### config.mk
export PLATFORM = sky130hd
export DESIGN_NAME = lrelu_engine
export DESIGN_NICKNAME = d
export VERILOG_FILES = /design/src/lrelu_pkg.sv /design/src/lrelu_config.sv /design/src/lrelu_datapath.sv /design/src/lrelu_engine.sv /design/src/lrelu_lane.sv
export SDC_FILE = /design/constraint.sdc
export NUM_CORES = 2
export LEC_CHECK = 0
export BUFFER_PORTS_ARGS = -buffer_cell sky130_fd_sc_hd__buf_2
export CORE_MARGIN = 1.5
export CORE_UTILIZATION = 40
export CTS_BUF_LIST = sky130_fd_sc_hd__clkbuf_8
export DETAILED_ROUTE_END_ITERATION = 6
export GPL_ROUTABILITY_DRIVEN = 0
export GPL_TIMING_DRIVEN = 1
export PLACE_DENSITY = 0.6
export SYNTH_ARGS = -nofsm -noshare
export SYNTH_HDL_FRONTEND = slang
export SYNTH_SLANG_ARGS = --single-unit
### constraint.sdc
create_clock -name clk -period 16.8 [get_ports clk]
set_clock_uncertainty 0.2 [all_clocks]
set_input_delay 1.68 -clock clk [delete_from_list [all_inputs] [get_ports clk]]
set_output_delay 1.68 -clock clk [all_outputs]
set_load 0.01 [all_outputs]
### src/lrelu_pkg.sv
package lrelu_pkg;

  // lane geometry
  localparam int UNITS      = 4;
  localparam int WORD_IN_W  = 16;
  localparam int WORD_OUT_W = 8;

  // arithmetic widths
  localparam int COEF_W    = 16;    // coefficient and config word
  localparam int ACC_W     = 40;    // never overflows for 16b x 16b plus bias
  localparam int FRAC_BITS = 8;     // Q8 for a and alpha
  localparam int OUT_SHIFT = 4;

  // leaky slope, 26/256 ~ 0.1
  localparam int LRELU_ALPHA = 26;

  // coefficient table depths
  localparam int MEMBERS   = 2;            // 3x3 depth
  localparam int DEPTH_1X1 = 3 * MEMBERS;  // 1x1 depth
  localparam int PTR_W     = 3;

  // input to output, enabled cycles
  localparam int PIPE_LATENCY = 4;

  // tag bits riding along with each data beat
  typedef struct packed {
    logic is_lrelu;
    logic is_1x1;
  } user_t;

  typedef struct packed {
    logic [UNITS-1:0][WORD_IN_W-1:0] lane;
  } in_vec_t;

  typedef struct packed {
    logic [UNITS-1:0][WORD_OUT_W-1:0] lane;
  } out_vec_t;

  typedef struct packed {
    logic signed [COEF_W-1:0] a;  // scale, Q8
    logic signed [COEF_W-1:0] b;  // bias
  } coeff_t;

  typedef struct packed {
    logic signed [COEF_W-1:0] data;
    logic                     is_1x1;  // selects write depth
  } cfg_beat_t;

  // config write target, stepped by each config beat
  typedef enum logic [1:0] {
    SEL_D = 2'd0,
    SEL_A = 2'd1,
    SEL_B = 2'd2
  } cfg_sel_e;

endpackage
### src/lrelu_config.sv
`timescale 1ns/10ps

module lrelu_config (
  input  logic                       clk,
  input  logic                       reset,
  input  logic                       clken,
  input  logic                       cfg_valid,
  input  lrelu_pkg::cfg_beat_t       cfg,
  input  logic                       s_valid,
  input  lrelu_pkg::user_t           s_user,
  output lrelu_pkg::coeff_t          coeff,
  output logic signed [lrelu_pkg::COEF_W-1:0] d_val
);

  lrelu_pkg::cfg_sel_e sel, sel_next;

  logic [lrelu_pkg::PTR_W-1:0] wr_addr, wr_addr_next;
  logic [lrelu_pkg::PTR_W-1:0] wr_last;   // last write address of this sequence
  logic [lrelu_pkg::PTR_W-1:0] rd_ptr;
  logic [lrelu_pkg::PTR_W-1:0] rd_last;   // wrap point for the current data beat

  logic signed [lrelu_pkg::COEF_W-1:0] d_reg;
  logic signed [lrelu_pkg::COEF_W-1:0] a_tab [lrelu_pkg::DEPTH_1X1];
  logic signed [lrelu_pkg::COEF_W-1:0] b_tab [lrelu_pkg::DEPTH_1X1];

  logic cfg_beat;
  logic data_beat;

  assign cfg_beat  = clken && cfg_valid;
  assign data_beat = clken && s_valid;

  // write depth follows the mode sampled on each config beat
  assign wr_last = cfg.is_1x1 ? lrelu_pkg::PTR_W'(lrelu_pkg::DEPTH_1X1 - 1)
                              : lrelu_pkg::PTR_W'(lrelu_pkg::MEMBERS - 1);

  // read wrap follows the tag of the beat
  assign rd_last = s_user.is_1x1 ? lrelu_pkg::PTR_W'(lrelu_pkg::DEPTH_1X1 - 1)
                                 : lrelu_pkg::PTR_W'(lrelu_pkg::MEMBERS - 1);

  // D once, then N words of A, then N words of B
  always_comb begin
    sel_next     = sel;
    wr_addr_next = wr_addr;
    unique case (sel)
      lrelu_pkg::SEL_D: begin
        sel_next     = lrelu_pkg::SEL_A;
        wr_addr_next = '0;
      end
      lrelu_pkg::SEL_A: begin
        if (wr_addr == wr_last) begin
          sel_next     = lrelu_pkg::SEL_B;
          wr_addr_next = '0;
        end else begin
          wr_addr_next = wr_addr + lrelu_pkg::PTR_W'(1);
        end
      end
      lrelu_pkg::SEL_B: begin
        if (wr_addr == wr_last) begin
          sel_next     = lrelu_pkg::SEL_D;  // sequence done
          wr_addr_next = '0;
        end else begin
          wr_addr_next = wr_addr + lrelu_pkg::PTR_W'(1);
        end
      end
      default: begin
        sel_next     = lrelu_pkg::SEL_D;
        wr_addr_next = '0;
      end
    endcase
  end

  always_ff @(posedge clk) begin
    if (reset) begin
      sel     <= lrelu_pkg::SEL_D;
      wr_addr <= '0;
      d_reg   <= '0;
    end else if (cfg_beat) begin
      sel     <= sel_next;
      wr_addr <= wr_addr_next;
      if (sel == lrelu_pkg::SEL_D) d_reg <= cfg.data;
    end
  end

  // coefficient tables
  always_ff @(posedge clk) begin
    if (cfg_beat && sel == lrelu_pkg::SEL_A) a_tab[wr_addr] <= cfg.data;
    if (cfg_beat && sel == lrelu_pkg::SEL_B) b_tab[wr_addr] <= cfg.data;
  end

  // cyclic read pointer, restarted by any config beat
  always_ff @(posedge clk) begin
    if (reset) begin
      rd_ptr <= '0;
    end else if (cfg_beat) begin
      rd_ptr <= '0;
    end else if (data_beat) begin
      if (rd_ptr >= rd_last) rd_ptr <= '0;  // also catches a stale 1x1 pointer
      else                   rd_ptr <= rd_ptr + lrelu_pkg::PTR_W'(1);
    end
  end

  // presented in the same cycle as the beat
  assign coeff.a = a_tab[rd_ptr];
  assign coeff.b = b_tab[rd_ptr];
  assign d_val   = d_reg;

endmodule

### src/lrelu_datapath.sv
`timescale 1ns/10ps

module lrelu_datapath (
  input  logic                                clk,
  input  logic                                reset,
  input  logic                                clken,
  input  logic                                s_valid,
  input  lrelu_pkg::in_vec_t                  s_data,
  input  lrelu_pkg::user_t                    s_user,
  input  lrelu_pkg::coeff_t                   coeff,
  input  logic signed [lrelu_pkg::COEF_W-1:0] d_val,
  output logic                                m_valid,
  output lrelu_pkg::out_vec_t                 m_data,
  output lrelu_pkg::user_t                    m_user
);

  logic             vld_pipe [lrelu_pkg::PIPE_LATENCY];
  lrelu_pkg::user_t usr_pipe [lrelu_pkg::PIPE_LATENCY];

  // valid delay line, same depth as the lanes
  always_ff @(posedge clk) begin
    if (reset) begin
      for (int i = 0; i < lrelu_pkg::PIPE_LATENCY; i++) begin
        vld_pipe[i] <= 1'b0;
      end
    end else if (clken) begin
      vld_pipe[0] <= s_valid;
      for (int i = 1; i < lrelu_pkg::PIPE_LATENCY; i++) begin
        vld_pipe[i] <= vld_pipe[i-1];
      end
    end
  end

  // tags follow the valid bits
  always_ff @(posedge clk) begin
    if (clken) begin
      usr_pipe[0] <= s_user;
      for (int i = 1; i < lrelu_pkg::PIPE_LATENCY; i++) begin
        usr_pipe[i] <= usr_pipe[i-1];
      end
    end
  end

  assign m_valid = vld_pipe[lrelu_pkg::PIPE_LATENCY-1];
  assign m_user  = usr_pipe[lrelu_pkg::PIPE_LATENCY-1];

  // one coefficient pair shared by every lane
  for (genvar u = 0; u < lrelu_pkg::UNITS; u++) begin : g_lane
    lrelu_lane u_lane (
      .clk      (clk),
      .reset    (reset),
      .clken    (clken),
      .x        (s_data.lane[u]),
      .coeff    (coeff),
      .d_val    (d_val),
      .is_lrelu (s_user.is_lrelu),
      .y        (m_data.lane[u])
    );
  end

endmodule

### src/lrelu_engine.sv
`timescale 1ns/10ps

module lrelu_engine (
  input  logic                 clk,
  input  logic                 reset,
  input  logic                 clken,      // global stall when low

  // data in
  input  logic                 s_valid,
  input  lrelu_pkg::in_vec_t   s_data,
  input  lrelu_pkg::user_t     s_user,

  // data out
  output logic                 m_valid,
  output lrelu_pkg::out_vec_t  m_data,
  output lrelu_pkg::user_t     m_user,

  // config stream, valid only
  input  logic                 cfg_valid,
  input  lrelu_pkg::cfg_beat_t cfg
);

  lrelu_pkg::coeff_t                   coeff;
  logic signed [lrelu_pkg::COEF_W-1:0] d_val;

  lrelu_config u_config (
    .clk       (clk),
    .reset     (reset),
    .clken     (clken),
    .cfg_valid (cfg_valid),
    .cfg       (cfg),
    .s_valid   (s_valid),
    .s_user    (s_user),
    .coeff     (coeff),
    .d_val     (d_val)
  );

  lrelu_datapath u_datapath (
    .clk     (clk),
    .reset   (reset),
    .clken   (clken),
    .s_valid (s_valid),
    .s_data  (s_data),
    .s_user  (s_user),
    .coeff   (coeff),   // valid in the cycle of the beat
    .d_val   (d_val),
    .m_valid (m_valid),
    .m_data  (m_data),
    .m_user  (m_user)
  );

endmodule

### src/lrelu_lane.sv
`timescale 1ns/10ps

module lrelu_lane (
  input  logic                                   clk,
  input  logic                                   reset,
  input  logic                                   clken,
  input  logic signed [lrelu_pkg::WORD_IN_W-1:0] x,
  input  lrelu_pkg::coeff_t                      coeff,
  input  logic signed [lrelu_pkg::COEF_W-1:0]    d_val,
  input  logic                                   is_lrelu,
  output logic signed [lrelu_pkg::WORD_OUT_W-1:0] y
);

  logic signed [lrelu_pkg::COEF_W-1:0] a_in;
  logic signed [lrelu_pkg::COEF_W-1:0] b_in;

  // stage 1
  logic signed [lrelu_pkg::ACC_W-1:0]  prod_s1;
  logic signed [lrelu_pkg::COEF_W-1:0] b_s1;
  logic signed [lrelu_pkg::COEF_W-1:0] d_s1;
  logic                                lrelu_s1;
  // stage 2
  logic signed [lrelu_pkg::ACC_W-1:0]  p_s2;
  logic signed [lrelu_pkg::COEF_W-1:0] d_s2;
  logic                                lrelu_s2;
  // stage 3
  logic signed [lrelu_pkg::ACC_W-1:0]  q_s3;
  logic signed [lrelu_pkg::COEF_W-1:0] d_s3;
  // stage 4, before the output register
  logic signed [lrelu_pkg::ACC_W-1:0]  r_s4;
  logic signed [lrelu_pkg::ACC_W-1:0]  sat_hi, sat_lo;

  assign a_in = coeff.a;
  assign b_in = coeff.b;

  assign sat_hi = (lrelu_pkg::ACC_W'(1) <<< (lrelu_pkg::WORD_OUT_W - 1)) - 1;  // 127
  assign sat_lo = -(lrelu_pkg::ACC_W'(1) <<< (lrelu_pkg::WORD_OUT_W - 1));    // -128

  assign r_s4 = (q_s3 + lrelu_pkg::ACC_W'(d_s3)) >>> lrelu_pkg::OUT_SHIFT;

  // payload stages, d and b travel with their beat
  always_ff @(posedge clk) begin
    if (clken) begin
      prod_s1 <= lrelu_pkg::ACC_W'(x) * lrelu_pkg::ACC_W'(a_in);
      b_s1    <= b_in;
      d_s1    <= d_val;

      p_s2 <= (prod_s1 >>> lrelu_pkg::FRAC_BITS) + lrelu_pkg::ACC_W'(b_s1);
      d_s2 <= d_s1;

      if (lrelu_s2 && p_s2 < 0)
        q_s3 <= (p_s2 * lrelu_pkg::ACC_W'(lrelu_pkg::LRELU_ALPHA)) >>> lrelu_pkg::FRAC_BITS;
      else
        q_s3 <= p_s2;
      d_s3 <= d_s2;
    end
  end

  // flag pipe and output register
  always_ff @(posedge clk) begin
    if (reset) begin
      lrelu_s1 <= 1'b0;
      lrelu_s2 <= 1'b0;
      y        <= '0;
    end else if (clken) begin
      lrelu_s1 <= is_lrelu;
      lrelu_s2 <= lrelu_s1;
      if (r_s4 > sat_hi)      y <= sat_hi[lrelu_pkg::WORD_OUT_W-1:0];
      else if (r_s4 < sat_lo) y <= sat_lo[lrelu_pkg::WORD_OUT_W-1:0];
      else                    y <= r_s4[lrelu_pkg::WORD_OUT_W-1:0];
    end
  end

endmodule

# Yosys cells after proc, flatten, opt, wreduce, memory -nomap -nowiden

Memories as Yosys holds them, arrays and structs flattened. A register that Yosys moved wholly into a read port is not among the register bits.
Cells that the tools add are included.

Bits in registers: 554
RAM bits: 204
Bits of input ports: 88
Output and inout port bits: 35
Word-level logic and storage cells: 118
Memories kept: 4

Memory list:

| memory              | words | width | rd ports | clocked after memory_dff | write ports | RTL line             | source |
|---|---|---|---|---|---|---|---|
| u_config.a_tab      | 6     | 16    | 1        | 1                        | 1           | lrelu_config.sv:23   | `logic signed [lrelu_pkg::COEF_W-1:0] a_tab [lrelu_pkg::DEPTH_1X1];` |
| u_config.b_tab      | 6     | 16    | 1        | 1                        | 1           | lrelu_config.sv:24   | `logic signed [lrelu_pkg::COEF_W-1:0] b_tab [lrelu_pkg::DEPTH_1X1];` |
| u_datapath.usr_pipe | 4     | 2     | 4        | 0                        | 4           | lrelu_datapath.sv:18 | `lrelu_pkg::user_t usr_pipe [lrelu_pkg::PIPE_LATENCY];` |
| u_datapath.vld_pipe | 4     | 1     | 4        | 0                        | 4           | lrelu_datapath.sv:17 | `logic vld_pipe [lrelu_pkg::PIPE_LATENCY];` |

Add/sub/neg operators: 10
$mul: 8
Magnitude comparators: 13
Equality and inequality tests: 5
Multiplexer cells: 36
Bitwise operators: 4
Reduce and logical (&&, ||, !) cells: 13

Operators with widths:

| cell                    | number |
|---|---|
| $add A40 B16 Y40        | 4 |
| $lt A40 B1 Y1 const B   | 4 |
| $mul A40 B5 Y39 const B | 4 |
| $mux W40                | 4 |
| $gt A36 B8 Y1 const B   | 4 |
| $lt A36 B8 Y1 const B   | 4 |
| $mul A16 B16 Y32        | 4 |
| $add A24 B16 Y25        | 4 |
| $mux W8                 | 8 |
| $mux W3                 | 7 |
| $mux W1                 | 14 |
| $logic_and A1 B1 Y1     | 8 |
| $add A3 B1 Y3 const B   | 2 |
| $pmux W2 S3             | 1 |
| $mux W2                 | 2 |
| $ne A2 B1 Y1 const B    | 2 |
| $or A1 B1 Y1            | 4 |
| $reduce_or A2 Y1        | 2 |
| $eq A3 B3 Y1            | 1 |
| $ge A3 B3 Y1            | 1 |
| $reduce_and A3 Y1       | 1 |
| $eq A2 B1 Y1 const B    | 1 |
| $eq A2 B2 Y1 const B    | 1 |
| $logic_not A2 Y1        | 1 |
| $reduce_and A2 Y1       | 1 |

# Longest topological paths before layout

Depth after elaboration: 5
Mapped depth: 35

# Cells and area by module

Synthesis repeated with hierarchy kept, for this count alone.

Cell total of the unflattened synthesis: 8,489
Area, all modules: 88,082.0 µm²

Modules (own cells, without submodules):

| module                                    | instances | cells each | area an instance (µm²) | sequential area each (µm²) |
|---|---|---|---|---|
| lrelu_lane at u_datapath.g_lane[1].u_lane | 1         | 2,011      | 19,931.6               | 4,554.4 |
| lrelu_lane at u_datapath.g_lane[0].u_lane | 1         | 2,006      | 19,856.5               | 4,554.4 |
| lrelu_lane at u_datapath.g_lane[3].u_lane | 1         | 1,997      | 19,755.2               | 4,554.4 |
| lrelu_lane at u_datapath.g_lane[2].u_lane | 1         | 1,971      | 19,728.9               | 4,554.4 |
| lrelu_config                              | 1         | 487        | 8,408.1                | 6,306.0 |
| lrelu_datapath                            | 1         | 17         | 401.6                  | 360.3 |

# Least setup slack after synthesis

No wires, ideal clock.

Kind: reg-to-reg
Start point: register (tool-made name)
End point: register u_datapath.g_lane[0].u_lane.prod_s1[31] (netlist name)
Setup time: 260 ps
Data arrival time: 8,570 ps
Data required time: 16,340 ps
Path slack: 7,770 ps
Cell stages (with the launch flop): 31
Period minus slack after synthesis: 9,030 ps
Path through: dfxtp_1 -> buf_6 -> clkbuf_1 -> clkbuf_1 -> buf_1 -> mux2i_1 -> o21ai_1 -> clkbuf_1 -> nand2_1 -> fa_1 -> fa_1 -> fa_1 -> fa_1 -> inv_1 -> fa_1 -> fa_1 -> ha_1 -> a21o_1 -> a21o_1 -> a21oi_1 -> nor2b_1 -> a211o_1 -> a211oi_4 -> a211oi_1 -> o31ai_2 -> o211ai_1 -> a21o_1 -> a21oi_2 -> o21bai_1 -> a21oi_1 -> xnor2_1

==> results.toml <==
[drt]
vias_per_cell = 4.999
wl_per_cell_microns = 18.01
drtIter0Drc = 2985
routed_wl_microns = 193100
antenna_left = 0
route.detailed.drc = 0
drtPass1Iterations = 6
num_vias = 53586

[yosys]
ys_async_sr_fraction_pct = 0
syn-num-nets = 9974
syn_inst = 7910
synthAdderAreaFrac_pct = 41.80
syn-cell-area_sq_um = 79660
synth-seq-cells = 653
synthMuxAreaShare_pct = 1.465
yosys.area.top_type = "fa_1"
synth-edff-count = 592
synth-compound-area-share_pct = 7.720
synth_xor_area_share_pct = 3.914
synth_ff_type = "edfxtp_1"
synth_top_family_by_area = "adder cells"
yosysUniqueCellTypes = 92
synth.area.top_cells = "fa_1 29%, edfxtp_1 22%, ha_1 13%"
yosys.area_share.simple_pct = 12.28
yosys_warnings = 0
synth_top_cell_area_share_pct = 28.67
yosysSeqAreaShare_pct = 23.85
avgSynthCellArea_sq_um = 10.07

[layout]
layout_common_cells = "1696 x inv_1, 1141 x fa_1, 835 x ha_1"
fin_area_sq_um = 85760
fin_nets = 10035
drive_gt1_share_pct = 5.886
area.growth.synth_to_final_pct = 7.660
layout_commonest_cell = "inv_1"

[grt]
track_usage_pct = 19.33
grt_first_pass_wirelength_microns = 309700
grt_max_degree = 150
antenna_found_initial = 22
grt_pass1_vias = 56825
grt_overflow = 0

[clocking]
path_clk_slew_ns = 0.07
cts_setup_buffers = 0
cts_tree = "done"
root_buffer = "clkbuf_8"
clk_path_buf_depth = 3
htreeDepth = 3
numCtsBuffers = 114
clk_latency_ns = 0.88
ctsHoldBuffers = 0
cts_resized = 0
cts.sinks = 653

[setup_path]
critPathRequiredTime_ns = 17.14
crit_top_cell = "fa_1"
cpMaxStageDelayCell = "dfxtp_1"
max_stage_delay_ns = 0.92
critPathTopFamily = "adder cells"
endpoint_kind = "flip-flop"
crit_arrival_ns = 9.35
path_class = "flip-flop to flip-flop"
critical_path_peak_fanout = 60
path_buf_inv = 2
start_kind = "flip-flop"

[floorplanning]
core_sq_um = 197600
die_w_microns = 449.3
die_height_microns = 449.3
dieArea_sq_um = 201800
rows = 163
io_pins = 123
start_util_pct = 40.31

[placed_design]
detailed_place.area_sq_um = 83320
portBuffers = 122
pre_cts_ws_ns = 7.850
dp_hpwl_microns = 152000

[timing]
fin_ws_ns = 7.788
drv_slew = 0
fin_crit_sh_pct = 53.64
worstMarginPinSlew_ns = 1.221
rsz0062_at_grt = "false"
post-route-min-period_ns = 9.012
setup_violations = 0
whs_ns = 0.2075
hold_violations = 0
slew_headroom_pct = 18.54
fmax_mhz = 111.0
final.setup.tns_ns = 0

[worst_hold_path]
hp-start = "u_datapath.g_lane[2].u_lane.d_s2[4]"
worstHoldPathType = "flip-flop to flip-flop"

[run_status]
run_status = "finished, final reports clean"

[run]
max-cap-violations = 0
-- stage by stage --
step	util (%)	std cells
5_1_grt	43.39	10717
4_1_cts	43.38	10710
3_5_place_dp	42.16	10495
2_1_floorplan	-	7910
6_report	43.40	10720
3_3_place_gp	42.16	10495
-- sequential cells by signal, summed over array words and instances, names as in the netlist, 16 cells and up, named ones only --
name and flops:
u_datapath.g_lane.u_lane.q_s3 128, u_datapath.g_lane.u_lane.p_s2 100, u_config.a_tab 96, u_config.b_tab 96
u_datapath.g_lane.u_lane.prod_s1 96, u_datapath.g_lane.u_lane.y 32, u_config.d_val 16, u_datapath.g_lane.u_lane.b_s1 16
u_datapath.g_lane.u_lane.d_s1 16, u_datapath.g_lane.u_lane.d_s2 16, u_datapath.g_lane.u_lane.d_s3 16
-- kinds of logic (layout without fill, tap and decap cells) --
family / after synthesis / after routing
DFF: 653 / 653
xor gates and xnor gates: 356 / 356
adders and majority gates: 1977 / 1977
AOI/OAI and AO/OA: 943 / 943
buffers and inverters: 1900 / 2060
muxes: 76 / 76
other: 0 / 10
and+or+nand+nor: 2005 / 2005
-- area by class of cell --
type	count	area [sq um]
sequential	653	19000
inverter	1677	6295
clock inverter	89	684.4
clock buffer	126	1734
fill	18837	111900
timing repair buffer	168	978.4
antenna	10	25.02
multi-input combinational	5357	53740
tap	2640	3303
-- synthesized netlist by cell type (all sizes together), types with 25 or more instances --
cell type	n
mux2i	39
a21o	120
nand3	73
clkbuf	214
inv	1673
a31oi	29
edfxtp	592
xor2	121
nor2b	120
or2	32
nand2b	43
o31ai	25
fa	1141
xnor2	235
a21oi	259
nor3	83
a211oi	32
mux4	32
nand2	763
dfxtp	61
and3	35
and2	443
o21a	53
ha	835
o21ai	232
nor2	298
nand4	34
-- worst reg2reg max path: stages (launching register included) --
cell and delay, ns:
dfxtp_1 0.92, mux4_2 0.41, nand2_1 0.10, o21ai_4 0.09, buf_4 0.59, nand2_1 0.21, fa_1 0.55, fa_1 0.58
fa_1 0.45, fa_1 0.54, inv_1 0.05, fa_1 0.49, fa_1 0.41, ha_1 0.36, a21o_1 0.18, a21o_1 0.17
a21oi_1 0.19, nor2b_1 0.07, a211o_1 0.34, a211oi_4 0.32, a211oi_1 0.19, o31ai_2 0.32, o211ai_1 0.20, a21o_1 0.22
a21oi_2 0.16, o21bai_1 0.11, a21oi_1 0.18, xnor2_1 0.09
-- final timing paths --
| path | to | slack, ns | cells past startpoint |
|---|---|---|---|
| max reg2reg | u_datapath.g_lane[0].u_lane.prod_s1[31] | 7.79 | 27 |
| min | u_datapath.g_lane[2].u_lane.d_s3[4] | 0.21 | 0 |
| min reg2reg | u_datapath.g_lane[2].u_lane.d_s3[4] | 0.21 | 0 |
| max | u_datapath.g_lane[0].u_lane.prod_s1[31] | 7.79 | 27 |
-- per-layer routing --
| layer | track usage (%) | vias up | share of wire (%) |
|---|---|---|---|
| met4 | 5.938 | 8 | 2.7 |
| li1 | - | 25392 | - |
| met3 | 2.411 | 247 | 5.2 |
| met5 | 0 | - | 0.030 |
| met1 | 26.44 | 26756 | 46 |
| met2 | 31.94 | 1183 | 47 |
Power is left out: the tool's default activity adds up to more than one toggle a clock period on the data nets, which glitch-free logic cannot reach.
